`src/common/dmm_tx_pkg.sv`:
```
`default_nettype none

package dmm_tx_pkg;

    //------------------------------------------------------------
    // widths
    //------------------------------------------------------------
    typedef logic [17:0] word_t;      // [17] header start, [16] end marker
    typedef logic [9:0]  addr_t;      // frame ram address
    typedef logic [4:0]  chn_type_t;
    typedef logic [2:0]  reg_off_t;   // apb word offset
    typedef logic [15:0] apb_data_t;
    typedef logic [31:0] slot_t;      // resend slot in clocks

    // channel type codes, anything else is an i/o channel
    localparam chn_type_t COM2_TYPE = 5'd2;
    localparam chn_type_t COM3_TYPE = 5'd3;
    localparam chn_type_t MPU_TYPE  = 5'd4;

    //------------------------------------------------------------
    // frame constants
    //------------------------------------------------------------
    localparam logic [15:0] COM_DATA_LEN   = 16'd256;
    localparam logic [15:0] IO_DATA_LEN    = 16'd64;
    localparam logic [15:0] HDR_OVERHEAD   = 16'd8;
    localparam logic [15:0] DATA_TYPE_WORD = 16'h0800;
    localparam int          HDR_WORDS      = 7;   // header words ahead of payload
    localparam int          RESEND_MAX     = 2;

    typedef struct packed {
        logic [15:0] run_cycle;
        logic [7:0]  dst_sta_num;
        logic [2:0]  dst_port0;
        logic [2:0]  dst_port1;
        logic [7:0]  master_slave_flag;
        chn_type_t   chn_type;
    } cfg_t;

    typedef struct packed {
        logic  wr_sel;    // frame envelope
        logic  port_sel;  // target channel
        logic  wr_en;
        word_t wr_data;
    } wr_port_t;

    typedef enum logic [2:0] {
        RUN_CYCLE = 3'd0,
        STA_NUM   = 3'd1,
        DST_PORTS = 3'd2,
        MS_FLAG   = 3'd3,
        CHN_TYPE  = 3'd4
    } reg_addr_e;

    typedef enum logic [1:0] {IDLE, HEADER, PAYLOAD} rd_state_e;

endpackage

`default_nettype wire

```
`src/framer/dmm_ready_tracker.sv`:
```
`default_nettype none

module dmm_ready_tracker #(
    parameter int unsigned SLOT_MULT     = 5120,
    parameter int unsigned DEFAULT_SLOT  = 162500,
    parameter int unsigned MIN_RUN_CYCLE = 30
) (
    input  logic             clk_12_5m,
    input  logic             rst_12_5m,
    input  dmm_tx_pkg::cfg_t cfg,
    input  logic [1:0]       wr_finish,
    input  logic [1:0]       frame_done,
    output logic [1:0]       dmm_empty
);

    dmm_tx_pkg::slot_t slot;
    logic              is_com3;    // com3 frames are never offered again

    assign is_com3 = (cfg.chn_type == dmm_tx_pkg::COM3_TYPE);

    // slot length from run cycle, fallback for short cycles
    always_ff @(posedge clk_12_5m or negedge rst_12_5m) begin
        if (!rst_12_5m) begin
            slot <= DEFAULT_SLOT;
        end else if (cfg.run_cycle > MIN_RUN_CYCLE) begin
            slot <= dmm_tx_pkg::slot_t'(cfg.run_cycle) * dmm_tx_pkg::slot_t'(SLOT_MULT);
        end else begin
            slot <= DEFAULT_SLOT;
        end
    end

    //------------------------------------------------------------
    // per channel flag, timer and resend count
    //------------------------------------------------------------
    for (genvar i = 0; i < 2; i++) begin : g_chn
        dmm_tx_pkg::slot_t timer;        // 0 means idle
        logic [1:0]        resend_cnt;
        logic              expire;
        logic              empty_q;

        assign expire       = (timer == dmm_tx_pkg::slot_t'(1));
        assign dmm_empty[i] = empty_q;

        always_ff @(posedge clk_12_5m or negedge rst_12_5m) begin
            if (!rst_12_5m) begin
                timer      <= '0;
                resend_cnt <= '0;
                empty_q    <= 1'b1;
            end else begin
                if (wr_finish[i]) begin
                    timer      <= slot;
                    resend_cnt <= '0;
                end else if (expire) begin
                    resend_cnt <= resend_cnt + 1'b1;
                    // re-arm only while resends remain
                    if (resend_cnt + 1 < dmm_tx_pkg::RESEND_MAX) begin
                        timer <= slot;
                    end else begin
                        timer <= '0;
                    end
                end else if (timer != '0) begin
                    timer <= timer - 1'b1;
                end

                if (wr_finish[i]) begin
                    empty_q <= 1'b0;               // new frame ready
                end else if (frame_done[i]) begin
                    empty_q <= 1'b1;               // sent
                end else if (expire && !is_com3) begin
                    empty_q <= 1'b0;               // offer again
                end
            end
        end
    end

endmodule

`default_nettype wire

```
`config.mk`:
```
export PLATFORM = sky130hd
export DESIGN_NAME = dmm_ready_tracker
export DESIGN_NICKNAME = d
export VERILOG_FILES = /design/src/common/dmm_tx_pkg.sv /design/src/framer/dmm_ready_tracker.sv
export SDC_FILE = /design/constraint.sdc
export NUM_CORES = 1
export LEC_CHECK = 0
export BUFFER_PORTS_ARGS = -buffer_cell sky130_fd_sc_hd__clkbuf_2
export CAP_MARGIN = 20
export CORE_MARGIN = 10
export CORE_UTILIZATION = 45
export CTS_CLUSTER_DIAMETER = 120
export CTS_CLUSTER_SIZE = 10
export DETAILED_ROUTE_END_ITERATION = 16
export HOLD_SLACK_MARGIN = 0.1
export SKIP_CTS_REPAIR_TIMING = 1
export SLEW_MARGIN = 30
export SYNTH_ARGS = -nofsm -noshare
export SYNTH_HDL_FRONTEND = slang
export SYNTH_SLANG_ARGS = --single-unit
```
`constraint.sdc`:
```
create_clock -name clk_12_5m -period 2.9 [get_ports clk_12_5m]
set_input_delay 0.58 -clock clk_12_5m [delete_from_list [all_inputs] [get_ports clk_12_5m]]
set_output_delay 0.58 -clock clk_12_5m [all_outputs]
set_load 0.01 [all_outputs]
```
# After elaboration in Yosys (flattened, before gate mapping)
# Cells that the tools add are included.
dict set report word_totals {
  inputBits 49
  ff_bits 99
  mem_bits_rw 0
  memories 0
  latchBits 0
  rom_bits 0
  wordCells 50
}
dict set report classes {
  n_bitwise 0
  div 0
  n_mux 19
  n_lt_le_gt_ge 3
  eq_ne 3
  multipliers 1
  n_reduce_logical 11
  shift 0
  add_sub_neg 6
}
# op n
set op_table {}
lappend op_table {{2-to-1 mux 32 bit} 6}
lappend op_table {{2-to-1 mux 29 bit} 3}
lappend op_table {{equality test 32 x 1 -> 1 bit, second input constant} 2}
lappend op_table {{nonzero test 32 bit} 2}
lappend op_table {{subtractor 32 x 1 -> 32 bit, second input constant} 2}
lappend op_table {{multiplier 16 x 3 -> 19 bit, second input constant} 1}
lappend op_table {{greater-than comparator 16 x 5 -> 1 bit, second input constant} 1}
lappend op_table {{nonzero test 3 bit} 4}
lappend op_table {{2-to-1 mux 2 bit} 4}
lappend op_table {{adder 2 x 1 -> 3 bit, second input constant} 2}
lappend op_table {{< comparator 3 x 2 -> 1 bit, second input constant} 2}
lappend op_table {{2-to-1 mux 1 bit} 6}
lappend op_table {{equality test 5 x 2 -> 1 bit, second input constant} 1}
lappend op_table {{adder 2 x 1 -> 2 bit, second input constant} 2}
lappend op_table {{nonzero test 2 bit} 2}
lappend op_table {{logical AND 1 bit} 2}
lappend op_table {{zero test 1 bit} 1}

# Depth between registers and ports, before layout
dict set report logic_depth {
  ltp_word 6
  depth_mapped 10
}

# Worst setup path after synthesis
# No wires, ideal clock.
dict set report synth_timing {
  kind {input-to-reg}
  start {input port cfg[28] (netlist bit)}
  end {register slot[25]}
  arrival_ns 2.777
  slack_ns -0.002
  required_time_ns 2.775
  n_path_buf 0
  cell_stages 9
  path_cell_list {ha_1 > ha_1 > fa_1 > a211oi_1 > o21ai_0 > o2111ai_1 > nand2_1 > a311oi_1 > mux2_2}
}
dict set report synth_between {
  elab_chain_cells 2
}
# element line
set synth_lines {}
lappend synth_lines {{from (decl)} dmm_ready_tracker.sv:10} ;# input dmm_tx_pkg::cfg_t cfg,
lappend synth_lines {{multiplier 16 x 3 -> 19 bit / greater-than comparator 16 x 5 -> 1 bit (equally long branches)} {dmm_ready_tracker.sv:26, dmm_ready_tracker.sv:25}}
lappend synth_lines {{2-to-1 mux 29 bit *} dmm_ready_tracker.sv:25} ;# end else if (cfg.run_cycle > MIN_RUN_CYCLE) begin
lappend synth_lines {{to (signal assigned)} dmm_ready_tracker.sv:26} ;# slot <= dmm_tx_pkg::slot_t'(cfg.run_cycle) * dmm_tx_pkg::slot_t'(SLOT_MULT);
lappend synth_lines {{to (decl)} dmm_ready_tracker.sv:16} ;# dmm_tx_pkg::slot_t slot;
# Every way passes the cells marked *; elsewhere a longest branch is shown, timed or not.
# A chain may end at the register's enable or synchronous reset.

# Worst setup path in the final report
# Ends and elaborated chain as after synthesis.

==> metrics.yaml <==
final_hold_viol_count: 0
die_w_um: 133
hp-class: "in2async"
drive_gt1_share_pct: 17.0
p_seq_share_pct: 42.1
cts_tree: "yes"
setup_violations: 0
synth_area_leaders: "dfrtp_1 (36%), ha_1 (7.8%), nor2_1 (5.8%), xnor2_1 (4.6%), xor2_1 (4.6%)"
dpl-instance-area_mm2: 0.00621
worstPathCellList: "clkbuf_2, ha_1, ha_1, fa_1, a211oi_2, o21ai_0, o2111ai_1, nand2_1, a311oi_1, mux2_2"
die-height_um: 133
diodes: 0
cp_max_fo: 3
internal_power_mw: 2.75
multi_input_area_mm2: 0.00332
io_pins: 51
viasPerCell: 5.62
start_util_pct: 45.7
synth_top_area_share_pct: 35.8
clk_latency_ns: 0.35
arrival_ns: 2.97
gp_congestion: 0.870
core.rowCount: 41
worst_pin_slew_ns: 0.819
grt_max_degree: 42
cts_num_sinks: 90
place_hpwl_um: 10100
post-synth-top-count-cell: "nor2_1"
fillerInstances: 1138
grtUsageMet3_pct: 3.37
cts_buffer_depth: 2
endpoint_kind: "register"
dp_slack_ns: -0.192
dr_total_vias: 4662
fp.dieArea_mm2: 0.0177
use_met2_pct: 26.1
grt_pass1_wl_um: 23000
fin_skew_ns: 0.00422
max_slew_margin_pct: 45.2
numCtsBuffers: 9
crit_type: "in2reg"
ir_drop_mv: 0.281
core_mm2: 0.0126
synthDistinctLibCells: 65
fmax_ghz: 0.366
power_density_mw_per_mm2: 646
rsz0062_at_grt: "no"
grt_pass1_vias: 4741
track_usage_pct: 15.8
fin_area_mm2: 0.00653
post-route-period-util_pct: 94.3
critPathRequiredTime_ns: 3.13
grt.overflow.total: 0
finalCriticalPeriod_ns: 2.73
cp_common_cell: "ha_1"
ys_top_cells_by_count: "nor2_1 (89), dfrtp_1 (82), nand2_1 (41)"
drv_cap: 0
clockRootBuffer: "clkbuf_16"
syn_avg_cell_area_um2: 9.47
wl_per_cell_um: 16.4
setup_slack_ns: 0.167
clock_power_share_pct: 29.1
synth_edf_count: 0
antenna_found_initial: 0
switching_share_pct: 34.9
areaGrowthSynthToFinish_pct: 13.8
ys_ff_latch: 90
routed_wl_um: 13600
ys.flop_type: "dfrtp_1"
drv_slew: 0
yosys_warnings: 0
yosys.area.top_type: "dfrtp_1"
synth_area_mm2: 0.00574
ys_seq_area_share_pct: 39.4
outcome: "finished clean"
switchingPower_mw: 1.47
seq_area_mm2: 0.00226
grt.busiest_layer: "met2"
port_buffers: 28
syn-num-nets: 692
p_leak_nw: 2.89
cpPeakStageDelay_ns: 0.42
drtIter0Drc: 391
htreeDepth: 3
worst_path_max_delay_cell: "fa_1"
synth_cells: 606
startpoint_type: "primary input"
final_nets: 738
drt-pass1-iter-count: 5
async_flop_share_pct: 100
p_comb_share_pct: 28.8
ant_nets: 0
use_met1_pct: 19.9
clkTransAtPathRegs_ns: 0.06
drcViolationCount: 0
-- final cells by class --
class | instances | share of cell area (%)
tap | 172 | 3.30
sequential | 90 | 34.6
inverter | 11 | 0.632
clock inverter | 5 | 0.939
multi-input combinational | 484 | 50.8
timing repair buffer | 56 | 5.79
clock buffer | 11 | 3.87
-- placed cells by master, fill, tap and decap left out, drive strengths merged, types with 20 or more instances in the layout --
| master | netlist | layout |
|---|---|---|
| nor2 | 89 | 89 |
| dfrtp | 82 | 82 |
| nand2 | 42 | 42 |
| clkbuf | 7 | 38 |
| ha | 36 | 36 |
| nor3 | 33 | 33 |
| xnor2 | 30 | 30 |
| xor2 | 30 | 30 |
| a21oi | 29 | 29 |
| buf | 14 | 29 |
| o21ai | 27 | 27 |
| nor4 | 25 | 25 |
| a22oi | 20 | 20 |
-- power groups by stage --
stage / logic (mW) / clock network, mW / registers [mW]
after floorplan: 0.899 / 0 / 1.71
after global placement: 1.18 / 0 / 1.78
after detailed placement: 1.20 / 0 / 1.79
after CTS: 1.22 / 1.26 / 1.77
after global routing: 1.36 / 1.31 / 1.81
final: 1.22 / 1.23 / 1.77
-- worst paths after layout --
kind	start	to	slack, ns	depth (start not counted)
worst max-delay path	cfg[28]	slot[25]$_DFF_PN0_	0.17	10
worst min-delay path	rst_12_5m	g_chn[0].timer[3]$_DFFE_PN0P_	0.21	1
worst max register to register	g_chn[0].timer[1]$_DFFE_PN0P_	g_chn[0].timer[2]$_DFFE_PN0P_	0.35	8
worst min register to register	g_chn[0].empty_q$_DFFE_PN1P_	g_chn[0].empty_q$_DFFE_PN1P_	0.49	2
max in group asynchronous	rst_12_5m	g_chn[0].empty_q$_DFFE_PN1P_	2.03	2
min in group clk_12_5m	frame_done[1]	g_chn[1].empty_q$_DFFE_PN1P_	0.40	3
-- kinds of logic (layout without fill, tap and decap cells) --
kind of cell	count (synthesis)	in the layout	share of synthesized area, %
simple gates	265	265	25.4
xor+xnor	60	60	9.16
fa+ha+maj	37	37	8.20
compound gates	119	119	14.4
buf+inv	32	83	2.92
mux	3	3	0.567
flops	90	90	39.4
-- per-stage QoR --
stage          setup TNS (ns)  instances  utilization, %  hold slack, ns  total power, mW
6_report                    0        829            51.9           0.212             4.22
3_3_place_gp           -0.292        813            49.4           0.480             2.96
4_1_cts                     0        829            51.9           0.232             4.24
2_1_floorplan               0        606               -           0.284             2.60
5_1_grt                     0        829            51.9           0.254             4.48
3_5_place_dp           -0.374        813            49.4           0.489             2.99
-- critical path, delay by kind of cell --
kind / cells / cell delay [ns]
AO/OA/AOI/OAI: 4 / 0.85
buffers and inverters: 1 / 0.09
adder cells (fa/ha/maj): 3 / 0.95
multiplexers: 1 / 0.37
AND/OR/NAND/NOR: 1 / 0.12
-- routing by layer --
layer / wire length (um) / vias to the layer above / part of all wire [%]
li1: - / 2278 / -
met5: 0 / - / 0
met4: 233 / 0 / 1.7
met1: 6320 / 2261 / 46
met3: 521 / 15 / 3.8
met2: 6540 / 108 / 48
-- state kept, by name, summed over array words and instances, names as in the netlist --
signal / count
g_chn.empty_q: 2
g_chn.resend_cnt: 4
g_chn.timer: 64
slot: 20
Note: power is estimated with default switching activity, not from simulation.
