===== config.mk =====
export PLATFORM = sky130hd
export DESIGN_NAME = dmm_frame_reader
export DESIGN_NICKNAME = d
export VERILOG_FILES = /design/src/common/dmm_tx_pkg.sv /design/src/framer/dmm_frame_reader.sv
export SDC_FILE = /design/constraint.sdc
export NUM_CORES = 1
export LEC_CHECK = 0
export BUFFER_PORTS_ARGS = -buffer_cell sky130_fd_sc_hd__buf_2
export CAP_MARGIN = 0
export CORE_ASPECT_RATIO = 0.75
export CORE_UTILIZATION = 25
export CTS_CLUSTER_DIAMETER = 150
export DETAILED_ROUTE_END_ITERATION = 7
export GPL_TIMING_DRIVEN = 0
export PLACE_DENSITY = 0.48
export SYNTH_ARGS = -nofsm -noshare
export SYNTH_HDL_FRONTEND = slang
export SYNTH_SLANG_ARGS = --single-unit

===== constraint.sdc =====
create_clock -name clk_12_5m -period 2.6 [get_ports clk_12_5m]
set_input_delay 0.52 -clock clk_12_5m [delete_from_list [all_inputs] [get_ports clk_12_5m]]
set_output_delay 0.52 -clock clk_12_5m [all_outputs]
set_load 0.01 [all_outputs]

===== src/common/dmm_tx_pkg.sv =====
`default_nettype none

package dmm_tx_pkg;

    //------------------------------------------------------------
    // widths
    //------------------------------------------------------------
    typedef logic [17:0] word_t;      // [17] header start, [16] end marker
    typedef logic [9:0]  addr_t;      // frame ram address
    typedef logic [4:0]  chn_type_t;
    typedef logic [2:0]  reg_off_t;   // apb word offset
    typedef logic [15:0] apb_data_t;
    typedef logic [31:0] slot_t;      // resend slot in clocks

    // channel type codes, anything else is an i/o channel
    localparam chn_type_t COM2_TYPE = 5'd2;
    localparam chn_type_t COM3_TYPE = 5'd3;
    localparam chn_type_t MPU_TYPE  = 5'd4;

    //------------------------------------------------------------
    // frame constants
    //------------------------------------------------------------
    localparam logic [15:0] COM_DATA_LEN   = 16'd256;
    localparam logic [15:0] IO_DATA_LEN    = 16'd64;
    localparam logic [15:0] HDR_OVERHEAD   = 16'd8;
    localparam logic [15:0] DATA_TYPE_WORD = 16'h0800;
    localparam int          HDR_WORDS      = 7;   // header words ahead of payload
    localparam int          RESEND_MAX     = 2;

    typedef struct packed {
        logic [15:0] run_cycle;
        logic [7:0]  dst_sta_num;
        logic [2:0]  dst_port0;
        logic [2:0]  dst_port1;
        logic [7:0]  master_slave_flag;
        chn_type_t   chn_type;
    } cfg_t;

    typedef struct packed {
        logic  wr_sel;    // frame envelope
        logic  port_sel;  // target channel
        logic  wr_en;
        word_t wr_data;
    } wr_port_t;

    typedef enum logic [2:0] {
        RUN_CYCLE = 3'd0,
        STA_NUM   = 3'd1,
        DST_PORTS = 3'd2,
        MS_FLAG   = 3'd3,
        CHN_TYPE  = 3'd4
    } reg_addr_e;

    typedef enum logic [1:0] {IDLE, HEADER, PAYLOAD} rd_state_e;

endpackage

`default_nettype wire


===== src/framer/dmm_frame_reader.sv =====
`default_nettype none

module dmm_frame_reader #(
    parameter dmm_tx_pkg::addr_t BASE0_ADDR = 10'd0,
    parameter dmm_tx_pkg::addr_t BASE1_ADDR = 10'd512
) (
    input  logic              clk_12_5m,
    input  logic              rst_12_5m,
    input  dmm_tx_pkg::cfg_t  cfg,
    input  logic [1:0]        rd_en,
    input  dmm_tx_pkg::word_t rdata,
    output dmm_tx_pkg::addr_t raddr,
    output logic [1:0]        tx_dval,
    output dmm_tx_pkg::word_t tx_data,
    output logic [1:0]        frame_done
);

    dmm_tx_pkg::rd_state_e state;
    logic [2:0]            hdr_cnt;    // word index, parks at 7 in payload
    logic                  rd_any;
    logic [2:0]            port;       // dest port of active channel
    logic [15:0]           pkt_len;
    dmm_tx_pkg::word_t     hdr_word;
    dmm_tx_pkg::addr_t     rd_ptr;     // next address to fetch

    assign rd_any = |rd_en;
    assign port   = rd_en[1] ? cfg.dst_port1 : cfg.dst_port0;

    // while paused re-read the word that is still owed
    assign raddr = rd_any ? rd_ptr : dmm_tx_pkg::addr_t'(rd_ptr - 1'b1);

    always_comb begin
        case (cfg.chn_type)
            dmm_tx_pkg::COM2_TYPE,
            dmm_tx_pkg::COM3_TYPE,
            dmm_tx_pkg::MPU_TYPE: pkt_len = dmm_tx_pkg::COM_DATA_LEN - dmm_tx_pkg::HDR_OVERHEAD;
            default:              pkt_len = dmm_tx_pkg::IO_DATA_LEN - dmm_tx_pkg::HDR_OVERHEAD;
        endcase
    end

    //------------------------------------------------------------
    // header words
    //------------------------------------------------------------
    always_comb begin
        case (hdr_cnt)
            3'd0:    hdr_word = {2'b10, 6'd0, cfg.dst_sta_num, port[2:1]};       // da
            3'd1:    hdr_word = {2'b00, port[0], 12'd0, cfg.master_slave_flag[0], 2'd0};
            3'd3:    hdr_word = {2'b00, cfg.run_cycle};
            3'd4:    hdr_word = {2'b00, dmm_tx_pkg::DATA_TYPE_WORD};
            3'd6:    hdr_word = {2'b00, pkt_len};
            default: hdr_word = '0;    // sa and tick slot
        endcase
    end

    always_ff @(posedge clk_12_5m or negedge rst_12_5m) begin
        if (!rst_12_5m) begin
            state      <= dmm_tx_pkg::IDLE;
            hdr_cnt    <= '0;
            rd_ptr     <= '0;
            tx_dval    <= 2'b00;
            tx_data    <= '0;
            frame_done <= 2'b00;
        end else begin
            tx_dval    <= rd_en;
            frame_done <= 2'b00;
            if (rd_any) begin
                case (state)
                    dmm_tx_pkg::PAYLOAD: begin
                        tx_data <= {1'b0, rdata[16:0]};   // strip start flag
                        if (rdata[16]) begin
                            frame_done <= rd_en;
                            state      <= dmm_tx_pkg::IDLE;
                            hdr_cnt    <= '0;
                        end
                    end
                    default: begin                        // idle or header
                        tx_data <= hdr_word;
                        hdr_cnt <= hdr_cnt + 1'b1;
                        if (hdr_cnt == 3'(dmm_tx_pkg::HDR_WORDS - 1)) begin
                            state <= dmm_tx_pkg::PAYLOAD;
                        end else begin
                            state <= dmm_tx_pkg::HEADER;
                        end
                    end
                endcase
                // base in word 5 so payload lands at word 7
                if (hdr_cnt == 3'd5) begin
                    rd_ptr <= rd_en[1] ? BASE1_ADDR : BASE0_ADDR;
                end else if (hdr_cnt >= 3'd6) begin
                    rd_ptr <= rd_ptr + 1'b1;
                end
            end
        end
    end

    // one channel read at a time
    a_rd_en_onehot : assert property (
        @(posedge clk_12_5m) disable iff (!rst_12_5m)
        $onehot0(rd_en)
    );

endmodule

`default_nettype wire


; ---- Word level (Yosys, flattened, before mapping)
; Cells that the tools add are included.
[totals]
ff_bits = 37
latchBits = 0
mem_bits_rw = 0
mem_bits_ro = 0
inputBits = 65
output_inout_bits = 32
word_cells = 42
n_memories = 0
[classes]
addsub = 3
multipliers = 0
div = 0
n_lt_le_gt_ge = 1
n_eq_ne = 10
shift = 0
muxes = 16
bitwise = 0
reduce_logical = 6
[op_table]
columns = operator, count
row1 = 18-bit one-hot mux with 5 select lines, 1
row2 = 10-bit 2-to-1 mux, 4
row3 = 18-bit 2-to-1 mux, 1
row4 = 2-bit 2-to-1 mux, 6
row5 = "10-bit by 1-bit adder with 10-bit output, second input constant", 1
row6 = "5-bit by 2-bit equality test with 1-bit output, second input constant", 2
row7 = "10-bit by 1-bit subtractor with 10-bit output, second input constant", 1
row8 = "3-bit equality test, second input constant", 3
row9 = 3-bit 2-to-1 mux, 3
row10 = 8-bit 2-to-1 mux, 1
row11 = "5-bit by 3-bit equality test with 1-bit output, second input constant", 1
row12 = 2-bit AND reduction, 2
row13 = "3-bit by 1-bit adder with 3-bit output, second input constant", 1
row14 = "3-bit by 1-bit equality test with 1-bit output, second input constant", 1
row15 = "3-bit by 2-bit equality test with 1-bit output, second input constant", 1
row16 = "3-bit >= comparator, second input constant", 1
row17 = 3-bit logical NOT, 1
row18 = 3-bit OR reduction, 1
row19 = "2-bit equality test, second input constant", 1
row20 = "2-bit != test, second input constant", 1
row21 = 2-bit nonzero test, 1
row22 = 2-bit OR reduction, 1

; ---- Longest topological paths before layout
[logic_depth]
depth_word = 5
ltp_mapped = 7
mapped_depth_nobuf = 6

; ---- Least setup slack after synthesis
; Ideal clock, no wire load.
[synth_path]
kind = input -> output
startpoint = input rd_en[1]
endpoint = output raddr[7]
t_arrival_ns = 1.801
required_time_ns = 2.080
path_slack_ns = 0.279
path_stages = 5
path_buffers = 1
cell_sequence = buf_6 nor4_1 nand3_1 or4_1 xnor2_1
[synth_between]
elab_chain_len = 2
[synth_rtl]
columns = item, line
row1 = start: declaration, dmm_frame_reader.sv:10  ; input logic [1:0] rd_en,
row2 = 2-bit OR reduction, dmm_frame_reader.sv:26  ; assign rd_any = |rd_en;
row3 = 10-bit 2-to-1 mux, dmm_frame_reader.sv:30  ; assign raddr = rd_any ? rd_ptr : dmm_tx_pkg::addr_t'(rd_ptr - 1'b1);
row4 = end: declaration, dmm_frame_reader.sv:12  ; output dmm_tx_pkg::addr_t raddr,
; Every way passes these cells.

; ---- Worst setup path in the final report
[layout_path]
startpoint = register rd_ptr[2]
endpoint = output raddr[7]
[layout_between]
elab_chain_len = 2
[layout_rtl]
columns = item, line
row1 = start: declaration, dmm_frame_reader.sv:24  ; dmm_tx_pkg::addr_t rd_ptr;
row2 = start signal: assignment, dmm_frame_reader.sv:88  ; rd_ptr <= rd_en[1] ? BASE1_ADDR : BASE0_ADDR;
row3 = start signal: assignment, dmm_frame_reader.sv:90  ; rd_ptr <= rd_ptr + 1'b1;
row4 = 10-bit by 1-bit subtractor with 10-bit output, dmm_frame_reader.sv:30
row5 = 10-bit 2-to-1 mux, dmm_frame_reader.sv:30
; Every way passes these cells.

==> flow_summary.json <==
{
  "path_clk_slew_ns": 0.06,
  "rsz0062_at_grt": "false",
  "insertion_delay_ns": 0.28,
  "area_delta_synth_final_pct": 35.3,
  "h-tree-depth": 2,
  "track_usage": 0.154,
  "dpl.cell_count": 428,
  "globalplace.congestion": 0.803,
  "slowest_stage": "or4_1",
  "seq_area_frac_synth": 0.437,
  "multiInputGateArea_mm2": 0.00111,
  "dr.pass1.iters": 4,
  "cp_slowest_stage_delay_ns": 0.43,
  "p_comb_frac": 0.426,
  "required_ns": 2.08,
  "r2r_end": "rd_ptr[8]$_DFFE_PN0P_",
  "clock-skew-final_ns": 0.00569,
  "clk_path_buf_depth": 2,
  "cp-end-kind": "primary output",
  "powerDensity_mw_per_mm2": 902,
  "synth-edff-count": 0,
  "power_frac_clock": 0.247,
  "io_buffers": 88,
  "cpMostUsedCell": "buf_2",
  "postPlaceCellArea_mm2": 0.00269,
  "post-route-drc-count": 0,
  "numCtsBuffers": 5,
  "grt_overflow": 0,
  "drt_wl_total_mm": 6.54,
  "fin_crit_ns": 2.47,
  "reg2reg_depth": 7,
  "fmax_mhz": 405,
  "async_flop_share": 1.00,
  "finalInstanceArea_mm2": 0.00287,
  "drtIter0Drc": 125,
  "final_common_cell": "buf_2",
  "cts_tree": "built",
  "crit_fanout": 8,
  "relSlewSlack": 0.415,
  "cp.arrival_ns": 1.95,
  "cts.sinks": 37,
  "die_area_mm2": 0.00886,
  "place_hpwl_mm": 4.95,
  "grt_max_degree": 38,
  "core_area_mm2": 0.00806,
  "fin_nets": 402,
  "final_cell_mix": "buf_2, dfrtp_1, nand2_1",
  "maxCapViolations": 0,
  "ys_ff_latch": 37,
  "ys.flop_type": "dfrtp_1",
  "seqPwrFrac": 0.327,
  "start_util": 0.263,
  "clock_tree.root_cell": "clkbuf_16",
  "p_sw_frac": 0.380,
  "nFillCells": 868,
  "path_cells": "buf_2, nor4_4, nand3_1, or4_1, xnor2_1, buf_2",
  "slew_violations": 0,
  "rows": 28,
  "status": "completed",
  "antenna_found_initial": 0,
  "die_width_um": 108,
  "fin_cells": 436,
  "hold_path_class": "input pin to async pin",
  "period_share": 0.949,
  "drive_gt1_frac": 0.335,
  "fp.dieH_um": 81.8,
  "startpoint": "rd_ptr[2]$_DFFE_PN0P_",
  "power.switching_mw": 0.983,
  "diodes": 0,
  "intPower_mw": 1.61,
  "reg2reg_from": "hdr_cnt[0]$_DFFE_PN0P_",
  "hold_violations": 0,
  "tightest_slew_ns": 0.877,
  "grt_pass1_vias": 2007,
  "critical_path_class": "register to primary output",
  "io_pins": 97,
  "synth_area_mm2": 0.00212,
  "avgViaCountPerCell": 4.83,
  "antenna_left": 0,
  "leakage_nw": 1.43,
  "synth.distinct_cells": 45,
  "yosysWarnings": 0,
  "avgSynthCellArea_um2": 9.02,
  "wl_per_cell_um": 15.0,
  "register_area_um2": 926,
  "crit_path_start_kind": "register",
  "syn_nets": 307,
  "grt_pass1_wl_mm": 10.3,
  "via_count": 2107,
  "syn_inst": 235,
  "setup_violations": 0,
  "ir_drop_mv": 0.366,
  "r2r_slack_ns": 0.39
}
[worst max-delay path: cells and delay by family, from the launching register on]
| family | cells | cell delay, ns |
|---|---|---|
| AND/OR/NAND/NOR | 3 | 0.85 |
| flip-flops | 1 | 0.35 |
| buffers and inverters | 2 | 0.33 |
| XOR/XNOR | 1 | 0.14 |
[flip-flops by register name, summed over array words and instances, names as in the netlist]
signal,flops
tx_dval,2
hdr_cnt,3
state,2
frame_done,2
rd_ptr,10
tx_data,18
[cell usage after synthesis (all sizes together) (2+ instances only)]
library cell,n,area share
nor2b,2,0.0059
xnor2,11,0.045
a222oi,3,0.014
nor3,4,0.0094
a21oi,2,0.0047
nand2,29,0.051
a21o,3,0.011
clkbuf,11,0.020
a31oi,5,0.015
or4,3,0.011
a22oi,2,0.0071
a211oi,4,0.014
nor2,28,0.053
buf,7,0.019
nand2b,3,0.0089
ha,7,0.041
xor2,3,0.012
dfrtp,37,0.44
inv,5,0.0089
a221o,4,0.019
a22o,4,0.017
and3,2,0.0059
mux2,2,0.011
nand3,12,0.028
a221oi,5,0.021
nor4,3,0.0089
nand4,2,0.0059
o21ai,17,0.040
or3,4,0.012
[per-stage QoR]
stage / setup WS [ns] / utilization / hold WS (ns) / TNS [ns] / power (mW)
2_1_floorplan: 0.279 / - / 0.224 / 0 / 1.54
3_3_place_gp: -0.116 / 0.334 / 0.454 / -0.116 / 1.93
3_5_place_dp: -0.0773 / 0.334 / 0.461 / -0.0773 / 1.94
4_1_cts: 0.0424 / 0.355 / 0.367 / 0 / 2.60
5_1_grt: 0.00141 / 0.356 / 0.366 / 0 / 2.79
6_report: 0.133 / 0.356 / 0.358 / 0 / 2.59
[kinds of logic (layout without fill, tap and decap cells)]
logic type / Yosys count / in the layout / synth area share
and+or+nand+nor: 98 / 98 / 0.224
AOI/OAI and AO/OA: 53 / 53 / 0.178
DFF: 37 / 37 / 0.437
buffers and inverters: 23 / 119 / 0.0478
xor gates and xnor gates: 14 / 14 / 0.0578
adders and majority gates: 7 / 7 / 0.0413
muxes: 3 / 3 / 0.0153
[how the worst max path moves through the flow]
stage / to / slack, ns / cells after the start
after floorplan: raddr[7] / 0.28 / 5
after global placement: raddr[1] / -0.12 / 7
after detailed placement: raddr[1] / -0.08 / 7
after CTS: raddr[1] / 0.04 / 7
after global routing: raddr[7] / 0.001 / 6
final: raddr[7] / 0.13 / 6
[final cells by class]
type | count | share of cell area
well taps | 105 | 0.0458
repair buffers | 89 | 0.156
plain buffers | 17 | 0.0279
inverters | 5 | 0.00654
flip-flops and latches | 37 | 0.323
clock inverters | 1 | 0.00174
clock buffers | 7 | 0.0532
multi-input cells | 175 | 0.386
[repair_timing]
action / 4_1_cts / 5_1_grt
resized for setup: 2 / 1
hold buffers: 0 / 0
buffers inserted: 0 / 1
endpoints found under the setup margin: 2 / 2
pin swaps: 0 / 1
hold endpoints to repair: 0 / 0
[routing by layer]
metal / share of wire / vias to the layer above / GRT usage / wire, um
li1: - / 1032 / - / -
met1: 0.48 / 999 / 0.218 / 3130
met2: 0.45 / 74 / 0.233 / 2930
met3: 0.066 / 2 / 0.0413 / 429
met4: 0.0061 / 0 / 0.0365 / 40
met5: 0 / - / 0 / 0
[power by group through the flow]
| stage | Sequential [mW] | Combinational (mW) | Clock, mW |
|---|---|---|---|
| after global routing | 0.870 | 1.24 | 0.685 |
| after CTS | 0.844 | 1.10 | 0.654 |
| after floorplan | 0.883 | 0.653 | 0 |
| after global placement | 0.850 | 1.08 | 0 |
| final | 0.845 | 1.10 | 0.640 |
| after detailed placement | 0.852 | 1.09 | 0 |
(Power assumes the default switching activity.)
