`src/common/dmm_tx_pkg.sv`:
```
`default_nettype none

package dmm_tx_pkg;

    //------------------------------------------------------------
    // widths
    //------------------------------------------------------------
    typedef logic [17:0] word_t;      // [17] header start, [16] end marker
    typedef logic [9:0]  addr_t;      // frame ram address
    typedef logic [4:0]  chn_type_t;
    typedef logic [2:0]  reg_off_t;   // apb word offset
    typedef logic [15:0] apb_data_t;
    typedef logic [31:0] slot_t;      // resend slot in clocks

    // channel type codes, anything else is an i/o channel
    localparam chn_type_t COM2_TYPE = 5'd2;
    localparam chn_type_t COM3_TYPE = 5'd3;
    localparam chn_type_t MPU_TYPE  = 5'd4;

    //------------------------------------------------------------
    // frame constants
    //------------------------------------------------------------
    localparam logic [15:0] COM_DATA_LEN   = 16'd256;
    localparam logic [15:0] IO_DATA_LEN    = 16'd64;
    localparam logic [15:0] HDR_OVERHEAD   = 16'd8;
    localparam logic [15:0] DATA_TYPE_WORD = 16'h0800;
    localparam int          HDR_WORDS      = 7;   // header words ahead of payload
    localparam int          RESEND_MAX     = 2;

    typedef struct packed {
        logic [15:0] run_cycle;
        logic [7:0]  dst_sta_num;
        logic [2:0]  dst_port0;
        logic [2:0]  dst_port1;
        logic [7:0]  master_slave_flag;
        chn_type_t   chn_type;
    } cfg_t;

    typedef struct packed {
        logic  wr_sel;    // frame envelope
        logic  port_sel;  // target channel
        logic  wr_en;
        word_t wr_data;
    } wr_port_t;

    typedef enum logic [2:0] {
        RUN_CYCLE = 3'd0,
        STA_NUM   = 3'd1,
        DST_PORTS = 3'd2,
        MS_FLAG   = 3'd3,
        CHN_TYPE  = 3'd4
    } reg_addr_e;

    typedef enum logic [1:0] {IDLE, HEADER, PAYLOAD} rd_state_e;

endpackage

`default_nettype wire

```
`src/source/dmm_cfg_regs.sv`:
```
`default_nettype none

module dmm_cfg_regs (
    input  logic                  clk_12_5m,
    input  logic                  rst_12_5m,
    input  dmm_tx_pkg::reg_off_t  paddr,
    input  logic                  psel,
    input  logic                  penable,
    input  logic                  pwrite,
    input  dmm_tx_pkg::apb_data_t pwdata,
    output dmm_tx_pkg::apb_data_t prdata,
    output logic                  pready,
    output logic                  pslverr,
    output dmm_tx_pkg::cfg_t      cfg
);

    dmm_tx_pkg::cfg_t cfg_q;
    logic             access;   // apb access phase
    logic             hit;      // offset is mapped

    assign access  = psel & penable;
    assign pready  = 1'b1;              // zero wait states
    assign pslverr = access & ~hit;
    assign cfg     = cfg_q;

    // read mux and address decode
    always_comb begin
        hit    = 1'b1;
        prdata = '0;
        case (paddr)
            dmm_tx_pkg::RUN_CYCLE: prdata = cfg_q.run_cycle;
            dmm_tx_pkg::STA_NUM:   prdata = {8'd0, cfg_q.dst_sta_num};
            dmm_tx_pkg::DST_PORTS: prdata = {9'd0, cfg_q.dst_port1, 1'b0, cfg_q.dst_port0};
            dmm_tx_pkg::MS_FLAG:   prdata = {8'd0, cfg_q.master_slave_flag};
            dmm_tx_pkg::CHN_TYPE:  prdata = {11'd0, cfg_q.chn_type};
            default:               hit    = 1'b0;   // unmapped
        endcase
    end

    //------------------------------------------------------------
    // register writes, taken in the access phase
    //------------------------------------------------------------
    always_ff @(posedge clk_12_5m or negedge rst_12_5m) begin
        if (!rst_12_5m) begin
            cfg_q <= '0;
        end else if (access && pwrite && hit) begin
            case (paddr)
                dmm_tx_pkg::RUN_CYCLE: cfg_q.run_cycle   <= pwdata;
                dmm_tx_pkg::STA_NUM:   cfg_q.dst_sta_num <= pwdata[7:0];
                dmm_tx_pkg::DST_PORTS: begin
                    cfg_q.dst_port0 <= pwdata[2:0];   // chn 0
                    cfg_q.dst_port1 <= pwdata[6:4];   // chn 1
                end
                dmm_tx_pkg::MS_FLAG:   cfg_q.master_slave_flag <= pwdata[7:0];
                dmm_tx_pkg::CHN_TYPE:  cfg_q.chn_type          <= pwdata[4:0];
                default: ;
            endcase
        end
    end

    // bus master must hold psel through the access phase
    a_penable_in_psel : assert property (
        @(posedge clk_12_5m) disable iff (!rst_12_5m)
        penable |-> psel
    );

endmodule

`default_nettype wire

```
`config.mk`:
```
export PLATFORM = sky130hd
export DESIGN_NAME = dmm_cfg_regs
export DESIGN_NICKNAME = d
export VERILOG_FILES = /design/src/common/dmm_tx_pkg.sv /design/src/source/dmm_cfg_regs.sv
export SDC_FILE = /design/constraint.sdc
export NUM_CORES = 1
export LEC_CHECK = 0
export BUFFER_PORTS_ARGS = -buffer_cell sky130_fd_sc_hd__buf_2
export CAP_MARGIN = 15
export CORE_ASPECT_RATIO = 0.5
export CORE_UTILIZATION = 50
export CTS_BUF_LIST = sky130_fd_sc_hd__clkbuf_8
export DETAILED_ROUTE_END_ITERATION = 8
export PLACE_DENSITY = 0.9
export SETUP_SLACK_MARGIN = 0.05
export SYNTH_ARGS = -nofsm -noshare
export SYNTH_HDL_FRONTEND = slang
export SYNTH_SLANG_ARGS = --single-unit
```
`constraint.sdc`:
```
create_clock -name clk_12_5m -period 1.6 [get_ports clk_12_5m]
set_clock_uncertainty 0.05 [all_clocks]
set_input_delay 0.24 -clock clk_12_5m [delete_from_list [all_inputs] [get_ports clk_12_5m]]
set_output_delay 0.24 -clock clk_12_5m [all_outputs]
set_load 0.05 [all_outputs]
```
; ---- Yosys cells after proc, flatten, opt, wreduce, memory -nomap -nowiden
; Index checks and enable logic that the tools add are counted.
[op_classes]
n_eq_ne = 4
muxes = 2
n_bitwise = 3
reduce_logical = 9
[ops]
columns = operator, n
row1 = 16-bit one-hot mux with 5 select lines, 1
row2 = 2-bit AND reduction, 5
row3 = "3-bit by 2-bit equality test with 1-bit output, second input constant", 2
row4 = 5-bit OR reduction, 1
row5 = "3-bit by 1-bit equality test with 1-bit output, second input constant", 1
row6 = "3-bit equality test, second input constant", 1
row7 = 3-bit logical NOT, 1
row8 = 1-bit AND, 2
row9 = 1-bit logical AND, 2
row10 = 1-bit two-way mux, 1
row11 = 1-bit inverter, 1
[totals]
ff_bits = 43
input_bits = 24
output_inout_bits = 61
word_cells = 24

; ---- Depth between registers and ports, before layout
; Gate-level depths: netlist (run 1).
[depth]
word_depth = 5
depth_mapped = 5
mapped_depth_nobuf = 3

; ---- Worst setup path after synthesis (run 1)
; No wires, ideal clock.
[synth_timing]
path_kind = register -> output
startpoint = reg cfg_q (netlist bit cfg[17])
endpoint = out prdata[1]
arrival_time_ns = 2.589
required_ns = 1.310
setup_slack_ns = -1.279
path_stages_with_launch = 3
n_path_buf = 0
path_cell_list = dfrtp_1 > mux2i_1 > o311ai_0
[synth_via]
elab_chain_len = 1
[synth_lines]
columns = item, line_no
row1 = from (decl), dmm_cfg_regs.sv:17  ; dmm_tx_pkg::cfg_t cfg_q;
row2 = 16-bit one-hot mux with 5 select lines, dmm_cfg_regs.sv:30  ; case (paddr)
row3 = to (decl), dmm_cfg_regs.sv:11  ; output dmm_tx_pkg::apb_data_t prdata,
; Every way passes these cells.

; ---- Worst setup path after layout (run 1)
[layout_timing]
startpoint = reg cfg_q (netlist bit cfg[32])
endpoint = out prdata[5]
; The elaborated chain is that of the path after synthesis.

==> results_dict.tcl, run 1 <==
set metrics [dict create \
    max_freq_mhz 558 \
    floorplan.die_area_sq_mm 0.00441 \
    routed_wirelength_mm 6.22 \
    crit_required_ns 1.31 \
    path_max_fanout 3 \
    status "finished, violations left" \
    cp-end-kind "output pin" \
    syn_nets 173 \
    root_buffer "clkbuf_8" \
    via_count 1809 \
    vdd_drop_max_v 0.000758 \
    route.detailed.drc 1 \
    grt_max_degree 20 \
    final.hold.worst_slack_ns 0.110 \
    hold_viol_final 0 \
    synth_xor_area_frac 0 \
    hp-class "in -> reg" \
    die_h_um 47.5 \
    clk_latency_ns 0.30 \
    antenna_found_initial 0 \
    synth_top_area_share 0.521 \
    slew_viol_final 0 \
    wl_met3_um 449 \
    yosys.cell_types.count 31 \
    drv_cap 0 \
    port_buffers 83 \
    power.density_mw_per_mm2 1300 \
    synth-seq-cells 43 \
    die_w_um 92.9 \
    final_util 0.798 \
    p_leak_nw 1.60 \
    synth-simple-area-share 0.104 \
    avgSynthCellArea_sq_um 13.9 \
    synth_area_leaders "dfrtp_1 52%, mux2_2 26%, and2_1 2.4%" \
    rsz0062_at_grt "true" \
    yosysTopAreaCell "dfrtp_1" \
    grt_pass1_wl_mm 9.12 \
    routabilityCongestion 0.807 \
    synthToLayoutAreaGrowth_pct 51.6 \
    grt_pass1_vias 1722 \
    dr.first_iter.drc_count 114 \
    drive_gt1_frac 0.785 \
    first_pass_iters 6 \
    largest_reg_flops 43 \
    viasPerCell 5.58 \
    cts_tree "done" \
    hpwl_mm 3.85 \
    cp_data_arrival_time_ns 1.50 \
    fin_crit_sh 1.12 \
    path_class "reg -> out" \
    synth-compound-area-share 0.0424 \
    drt-met1-wl_mm 2.53 \
    clk_path_buf_depth 2 \
    synthMuxAreaShare 0.303 \
    yosysSeqAreaShare 0.521 \
    coreArea_sq_mm 0.00392 \
    cts_made_buffers 5 \
    ios 85 \
    failed_checks "design-rule violations, negative setup slack" \
    nFillCells 224 \
    clock_sinks 43 \
    period_minus_slack_ns 1.79 \
    setup_ws_ns -0.191 \
    routed-wl-met2_mm 3.08 \
    rows 16 \
    syn_area_sq_mm 0.00207 \
    grt-ovfl-total 0 \
    syn_inst 149 \
    avgRoutedWirePerCell_um 19.2 \
    grt_usage 0.287 \
    setup-violations-final 6 \
    cts.clk_slew.worst_paths_ns 0.09 \
    insertedDiodeCount 0 \
    layout.nets 293 \
    htree_levels 2 \
    synth_top_family_by_area "multiplexers" \
    routed.top_layer "met4" \
    yosys_warnings 0 \
    ant_nets 0 \
    start_kind "flop" \
    synthAdderAreaFrac 0 \
    initial_core_util 0.527 \
]
==> cells in the final DEF (no fill, tap or decap), types with 3 or more instances in the layout <==
cell,instances
buf_2,65
mux2_2,45
buf_4,42
dfrtp_1,37
buf_6,8
and2_2,7
dfrtp_2,6
clkbuf_8,6
mux2i_1,4
nand2_1,3
mux2_4,3
nor3_4,3
buf_8,3
==> stage by stage <==
stage,TNS (ns),std cells,total power [W],area (sq um),setup slack [ns]
floorplan,-0.0551,149,0.00273,2160,-0.0551
detailed placement,-4.15,303,0.00316,2790,-0.196
CTS,-0.426,321,0.00401,3090,-0.143
global route,-0.701,324,0.00424,3130,-0.218
finish,-0.475,324,0.00409,3130,-0.191
global placement,-2.46,303,0.00311,2790,-0.169
==> worst paths after layout <==
path	end	cells after the start	slack, ns	from
worst min register to register	cfg[41]	1	0.48	cfg[41]
worst max-delay path	prdata[5]	3	-0.19	cfg[32]
worst max register to register	cfg[22]	3	0.53	cfg[22]
worst min-delay path	cfg[38]	2	0.11	pwdata[11]
max in group asynchronous	cfg[1]	3	0.59	rst_12_5m
min in group asynchronous	cfg[35]	2	0.37	rst_12_5m
==> repair_timing <==
action,CTS,global route
pin swaps,5,3
gates cloned,0,0
endpoints found under the setup margin,16,17
resized for setup,40,5
buffers inserted,9,3
endpoints found under the hold margin,17,0
hold buffers,1,0
==> final cells by class <==
class | instances | area (sq um) | share of cell area
clock inverter | 2 | 8.76 | 0.00280
multi-input combinational | 97 | 1070 | 0.343
tap | 54 | 67.6 | 0.0216
sequential | 43 | 1080 | 0.346
timing repair buffer | 121 | 813 | 0.260
inverter | 1 | 3.75 | 0.00120
clock buffer | 6 | 82.6 | 0.0264
==> routing by layer <==
metal,GRT usage,vias up
met3,0.0794,22
met4,0.129,0
met5,0,-
met1,0.346,907
met2,0.510,104
li1,-,776
==> power breakdown <==
part	leakage [nW]	total, W	switching [W]	internal, W
Combinational	1.01	0.00190	0.00128	0.000615
Clock	0.0524	0.000721	0.000379	0.000342
Sequential	0.542	0.00147	0.000163	0.00130
==> Yosys cell counts (all sizes together) <==
cell type / instances
nand2b: 1
and2: 8
a32oi: 1
conb: 1
o22a: 1
inv: 1
o311ai: 1
nand3: 1
nand4b: 1
nand3b: 1
nor2b: 3
mux4: 2
dfrtp: 43
mux2i: 4
nand4: 1
nor2: 4
o21a: 2
a22oi: 2
nor3b: 2
o21ai: 4
o2111a: 1
nor3: 3
nand2: 5
buf: 8
mux2: 48
==> critical path, cell delays in order, from the launching register on <==
cell and delay (ns):
dfrtp_1 0.42, mux4_2 0.48, nor2b_4 0.15, buf_8 0.14
==> logic make-up after synthesis <==
group	count (synthesis)
buf+inv	9
simple gates	30
flops	43
compound gates	12
mux	54
other cells	1
Note: power is estimated with default switching activity, not from simulation.
==> run 2: changes to the inputs <==
SKIP_CTS_REPAIR_TIMING = 1   (was default)
==> results_dict.tcl, run 2 (same netlist as run 1, synthesis figures left out) <==
set metrics [dict create \
    worstPathCellList "mux2_4, a32oi_2, o21ai_4, buf_6" \
    start_kind "flop" \
    layout.nets 285 \
    setup_ws_ns -0.152 \
    port_buffers 83 \
    clock_sinks 43 \
    vdd_drop_max_v 0.000753 \
    antenna_found_initial 0 \
    clk_latency_ns 0.30 \
    fin_area_sq_mm 0.00306 \
    hold_viol_final 0 \
    routabilityCongestion 0.807 \
    final_cell_mix "67 x buf_2, 45 x mux2_2, 37 x dfrtp_1, 34 x buf_4" \
    largest_reg_flops 43 \
    htree_levels 2 \
    path_class "reg -> out" \
    setup_tns_ns -0.634 \
    routed_wirelength_mm 5.84 \
    place_area_sq_mm 0.00279 \
    power.density_mw_per_mm2 1310 \
    period_minus_slack_ns 1.75 \
    failed_checks "negative setup slack" \
    grt_pass1_wl_mm 7.58 \
    rsz0062_at_grt "true" \
    final_util 0.779 \
    critical_path.max_stage_delay_ns 0.42 \
    multi_input_area_sq_mm 0.00106 \
    viasPerCell 5.52 \
    final_common_cell "buf_2" \
    root_buffer "clkbuf_8" \
    cp_data_arrival_time_ns 1.46 \
    coreArea_sq_mm 0.00392 \
    ant_nets 0 \
    grt_usage 0.235 \
    hpwl_mm 3.85 \
    first_pass_iters 4 \
    regArea_sq_mm 0.00108 \
    cts_tree "done" \
    max_freq_mhz 571 \
    crit_required_ns 1.31 \
    rows 16 \
    dr.first_iter.drc_count 88 \
    ios 85 \
    initial_core_util 0.527 \
    clk_path_buf_depth 2 \
    setup-violations-final 6 \
    status "finished, violations left" \
    slew_viol_final 0 \
    floorplan.die_area_sq_mm 0.00441 \
    worst_path_max_delay_cell "dfrtp_2" \
    via_count 1744 \
    route.detailed.drc 0 \
    grt-ovfl-total 0 \
    hp-class "in -> reg" \
    cts_made_buffers 5 \
    cp_num_buf_inv 1 \
    p_leak_nw 1.56 \
    nFillCells 239 \
    cts.clk_slew.worst_paths_ns 0.09 \
    total_power_w 0.00399 \
    grt_pass1_vias 1516 \
    die_w_um 92.9 \
    avgRoutedWirePerCell_um 18.5 \
    drive_gt1_frac 0.775 \
    fin_crit_sh 1.10 \
    grt_max_degree 20 \
    cp-end-kind "output pin" \
    drv_cap 0 \
    path_max_fanout 3 \
    synthToLayoutAreaGrowth_pct 47.8 \
    insertedDiodeCount 0 \
    final.hold.worst_slack_ns 0.110 \
    die_h_um 47.5 \
    critPathTopFamily "flip-flops" \
]
-- run 2: cell types whose count changed in the layout (fill, tap and decap cells not counted), sizes merged --
cell / previous run / this run
buf: 119 / 112
clkbuf: 7 / 6
-- run 2: per-layer routing --
metal | vias up | routed length [um] | GRT usage
li1 | 760 | - | -
met3 | 15 | 340 | 0.0571
met1 | 898 | 2450 | 0.301
met4 | 0 | 114 | 0.0738
met2 | 71 | 2930 | 0.416
met5 | - | 0 | 0
-- run 2: layout make-up --
| class | instances | share of cell area |
|---|---|---|
| clock inverter | 2 | 0.00287 |
| sequential | 43 | 0.355 |
| tap | 54 | 0.0221 |
| inverter | 1 | 0.00123 |
| multi-input combinational | 97 | 0.348 |
| clock buffer | 6 | 0.0270 |
| timing repair buffer | 113 | 0.244 |
-- run 2: worst register-to-register path: cells and delay by family, from the launching register on --
family / cells / cell delay (ns)
buffers and inverters: 1 / 0.14
DFF: 1 / 0.41
muxes: 1 / 0.25
-- run 2: power by group --
part | switching (W) | total, W | leakage [nW] | internal [W]
logic | 0.00124 | 0.00181 | 0.961 | 0.000561
registers | 0.000162 | 0.00147 | 0.542 | 0.00130
clock network | 0.000375 | 0.000718 | 0.0524 | 0.000342
total | 0.00178 | 0.00399 | 1.56 | 0.00221
-- run 2: stage by stage --
step | instances | worst slack, ns
after CTS | 311 | -0.222
final | 316 | -0.152
after floorplan | 149 | -0.0551
after global routing | 316 | -0.189
after global placement | 303 | -0.169
after detailed placement | 303 | -0.196
-- run 2: worst paths after layout --
kind,start,end,slack [ns],cells past startpoint
max,cfg[29],prdata[2],-0.15,4
min,pwdata[11],cfg[38],0.11,2
max reg2reg,cfg[9],cfg[9],0.65,2
min reg2reg,cfg[41],cfg[41],0.47,1
max in group asynchronous,rst_12_5m,cfg[8],0.58,3
min in group asynchronous,rst_12_5m,cfg[35],0.38,2
==> run 3: changes to the inputs <==
BUFFER_PORTS_ARGS = -buffer_cell sky130_fd_sc_hd__buf_4   (was -buffer_cell sky130_fd_sc_hd__buf_2)
==> results_dict.tcl, run 3 (same netlist as run 1, synthesis figures left out) <==
set metrics [dict create \
    status "finished, violations left" \
    failed_checks "negative setup slack" \
    fin_area_sq_mm 0.00323 \
    worstHoldPathCells 2 \
    antenna_found_initial 0 \
    routed_wirelength_mm 6.07 \
    via_count 1729 \
    hp-start "pwdata[9]" \
    path_max_fanout 3 \
    rsz0062_at_grt "true" \
    initial_core_util 0.527 \
    largest_reg_flops 43 \
    floorplan.die_area_sq_mm 0.00441 \
    fin_crit_sh 1.12 \
    cp-end-kind "output pin" \
    max_freq_mhz 559 \
    first_pass_iters 4 \
    root_buffer "clkbuf_8" \
    stdcell_count 314 \
    crit_required_ns 1.31 \
    layout.nets 283 \
    cts_made_buffers 5 \
    grt_usage 0.237 \
    drive_gt1_frac 0.773 \
    path_class "reg -> out" \
    regToRegStartpoint "cfg[11]" \
    clk_latency_ns 0.30 \
    drv_cap 0 \
    dpl.cell_count 296 \
    cp_data_arrival_time_ns 1.50 \
    grt_pass1_wl_mm 7.58 \
    route.detailed.drc 0 \
    synthToLayoutAreaGrowth_pct 56.3 \
    hp-class "in -> reg" \
    rrSetupSlack_ns 0.62 \
    pre_cts_ws_ns -0.0415 \
    ios 85 \
    slew_viol_final 0 \
    insertedDiodeCount 0 \
    routabilityCongestion 0.753 \
    die_h_um 47.5 \
    setup-violations-final 7 \
    coreArea_sq_mm 0.00392 \
    dr.first_iter.drc_count 71 \
    final.hold.worst_slack_ns 0.118 \
    critical_path.max_stage_delay_ns 0.48 \
    final_cell_mix "93 x buf_4, 44 x mux2_2, 37 x dfrtp_1, 15 x buf_6, 7 x and2_2" \
    clk_path_buf_depth 2 \
    cts_tree "done" \
    rr_worst_depth 2 \
    clock_sinks 43 \
    grt-ovfl-total 0 \
    htree_levels 2 \
    ant_nets 0 \
    avgRoutedWirePerCell_um 19.3 \
    grt_max_degree 44 \
    rows 16 \
    p_leak_nw 1.58 \
    final_common_cell "buf_4" \
    hold_viol_final 0 \
    min_to "cfg[36]" \
    maxSlewHeadroom 0.643 \
    final_util 0.823 \
    place_area_sq_mm 0.00294 \
    die_w_um 92.9 \
    vdd_drop_max_v 0.000900 \
    power.density_mw_per_mm2 1290 \
    start_kind "flop" \
    worstPathCellList "mux4_2, nor2b_4, buf_6" \
    worst_path_max_delay_cell "mux4_2" \
    cts.clk_slew.worst_paths_ns 0.08 \
    grt_pass1_vias 1527 \
    hpwl_mm 3.90 \
    period_minus_slack_ns 1.79 \
    worst_pin_slew_ns 0.535 \
    port_buffers 83 \
    setup_ws_ns -0.188 \
    viasPerCell 5.51 \
    r2r_end "cfg[11]" \
]
-- run 3: changes by cell type in the layout (fill, tap and decap cells not counted) --
cell      delta
a32oi_2      -1
a32oi_4      +1
buf_2       -67
buf_4       +59
buf_6        +8
buf_8        -2
clkbuf_8     -1
inv_1        +1
mux2_2       -1
mux2_4       +1
nand2_1      -1
nand2_2      +1
-- run 3: final cells by class --
type	instances	area, sq um
tap	54	67.6
sequential	43	1080
clock inverter	3	12.5
fill	213	693
clock buffer	5	68.8
timing repair buffer	111	912
inverter	1	3.75
multi-input combinational	97	1080
-- run 3: worst max-delay path, delay by kind of cell, from the launching register on --
kind                   cells  cell delay, ns
buffers and inverters      1            0.14
DFF                        1            0.43
muxes                      1            0.48
and+or+nand+nor            1            0.14
-- run 3: metal layers --
metal  vias to the layer above  share of wire  global-route usage
met5                         -              0                   0
met4                         0          0.013              0.0769
met3                         8          0.058              0.0667
met2                        82           0.51               0.413
met1                       883           0.42               0.300
li1                        756              -                   -
-- run 3: metrics by stage --
step,TNS (ns),total power (W)
6_report,-0.654,0.00417
5_1_grt,-0.889,0.00431
4_1_cts,-1.26,0.00399
3_5_place_dp,-0.345,0.00333
3_3_place_gp,-0.00755,0.00328
2_1_floorplan,-0.0551,0.00273
-- run 3: worst max path at each step --
stage                        start          to  slack [ns]  cells past startpoint
after floorplan            cfg[17]   prdata[1]       -0.06                      2
after global placement    paddr[0]   prdata[2]      -0.008                      5
after detailed placement  paddr[0]  prdata[10]       -0.04                      5
after CTS                  cfg[21]   prdata[2]       -0.23                      4
after global routing       cfg[10]   prdata[5]       -0.21                      3
final                      cfg[10]   prdata[5]       -0.19                      3
-- run 3: power by group --
part           switching, W  internal (W)  total (W)
logic               0.00127      0.000728    0.00200
clock network      0.000388      0.000294   0.000682
registers          0.000184       0.00130    0.00149
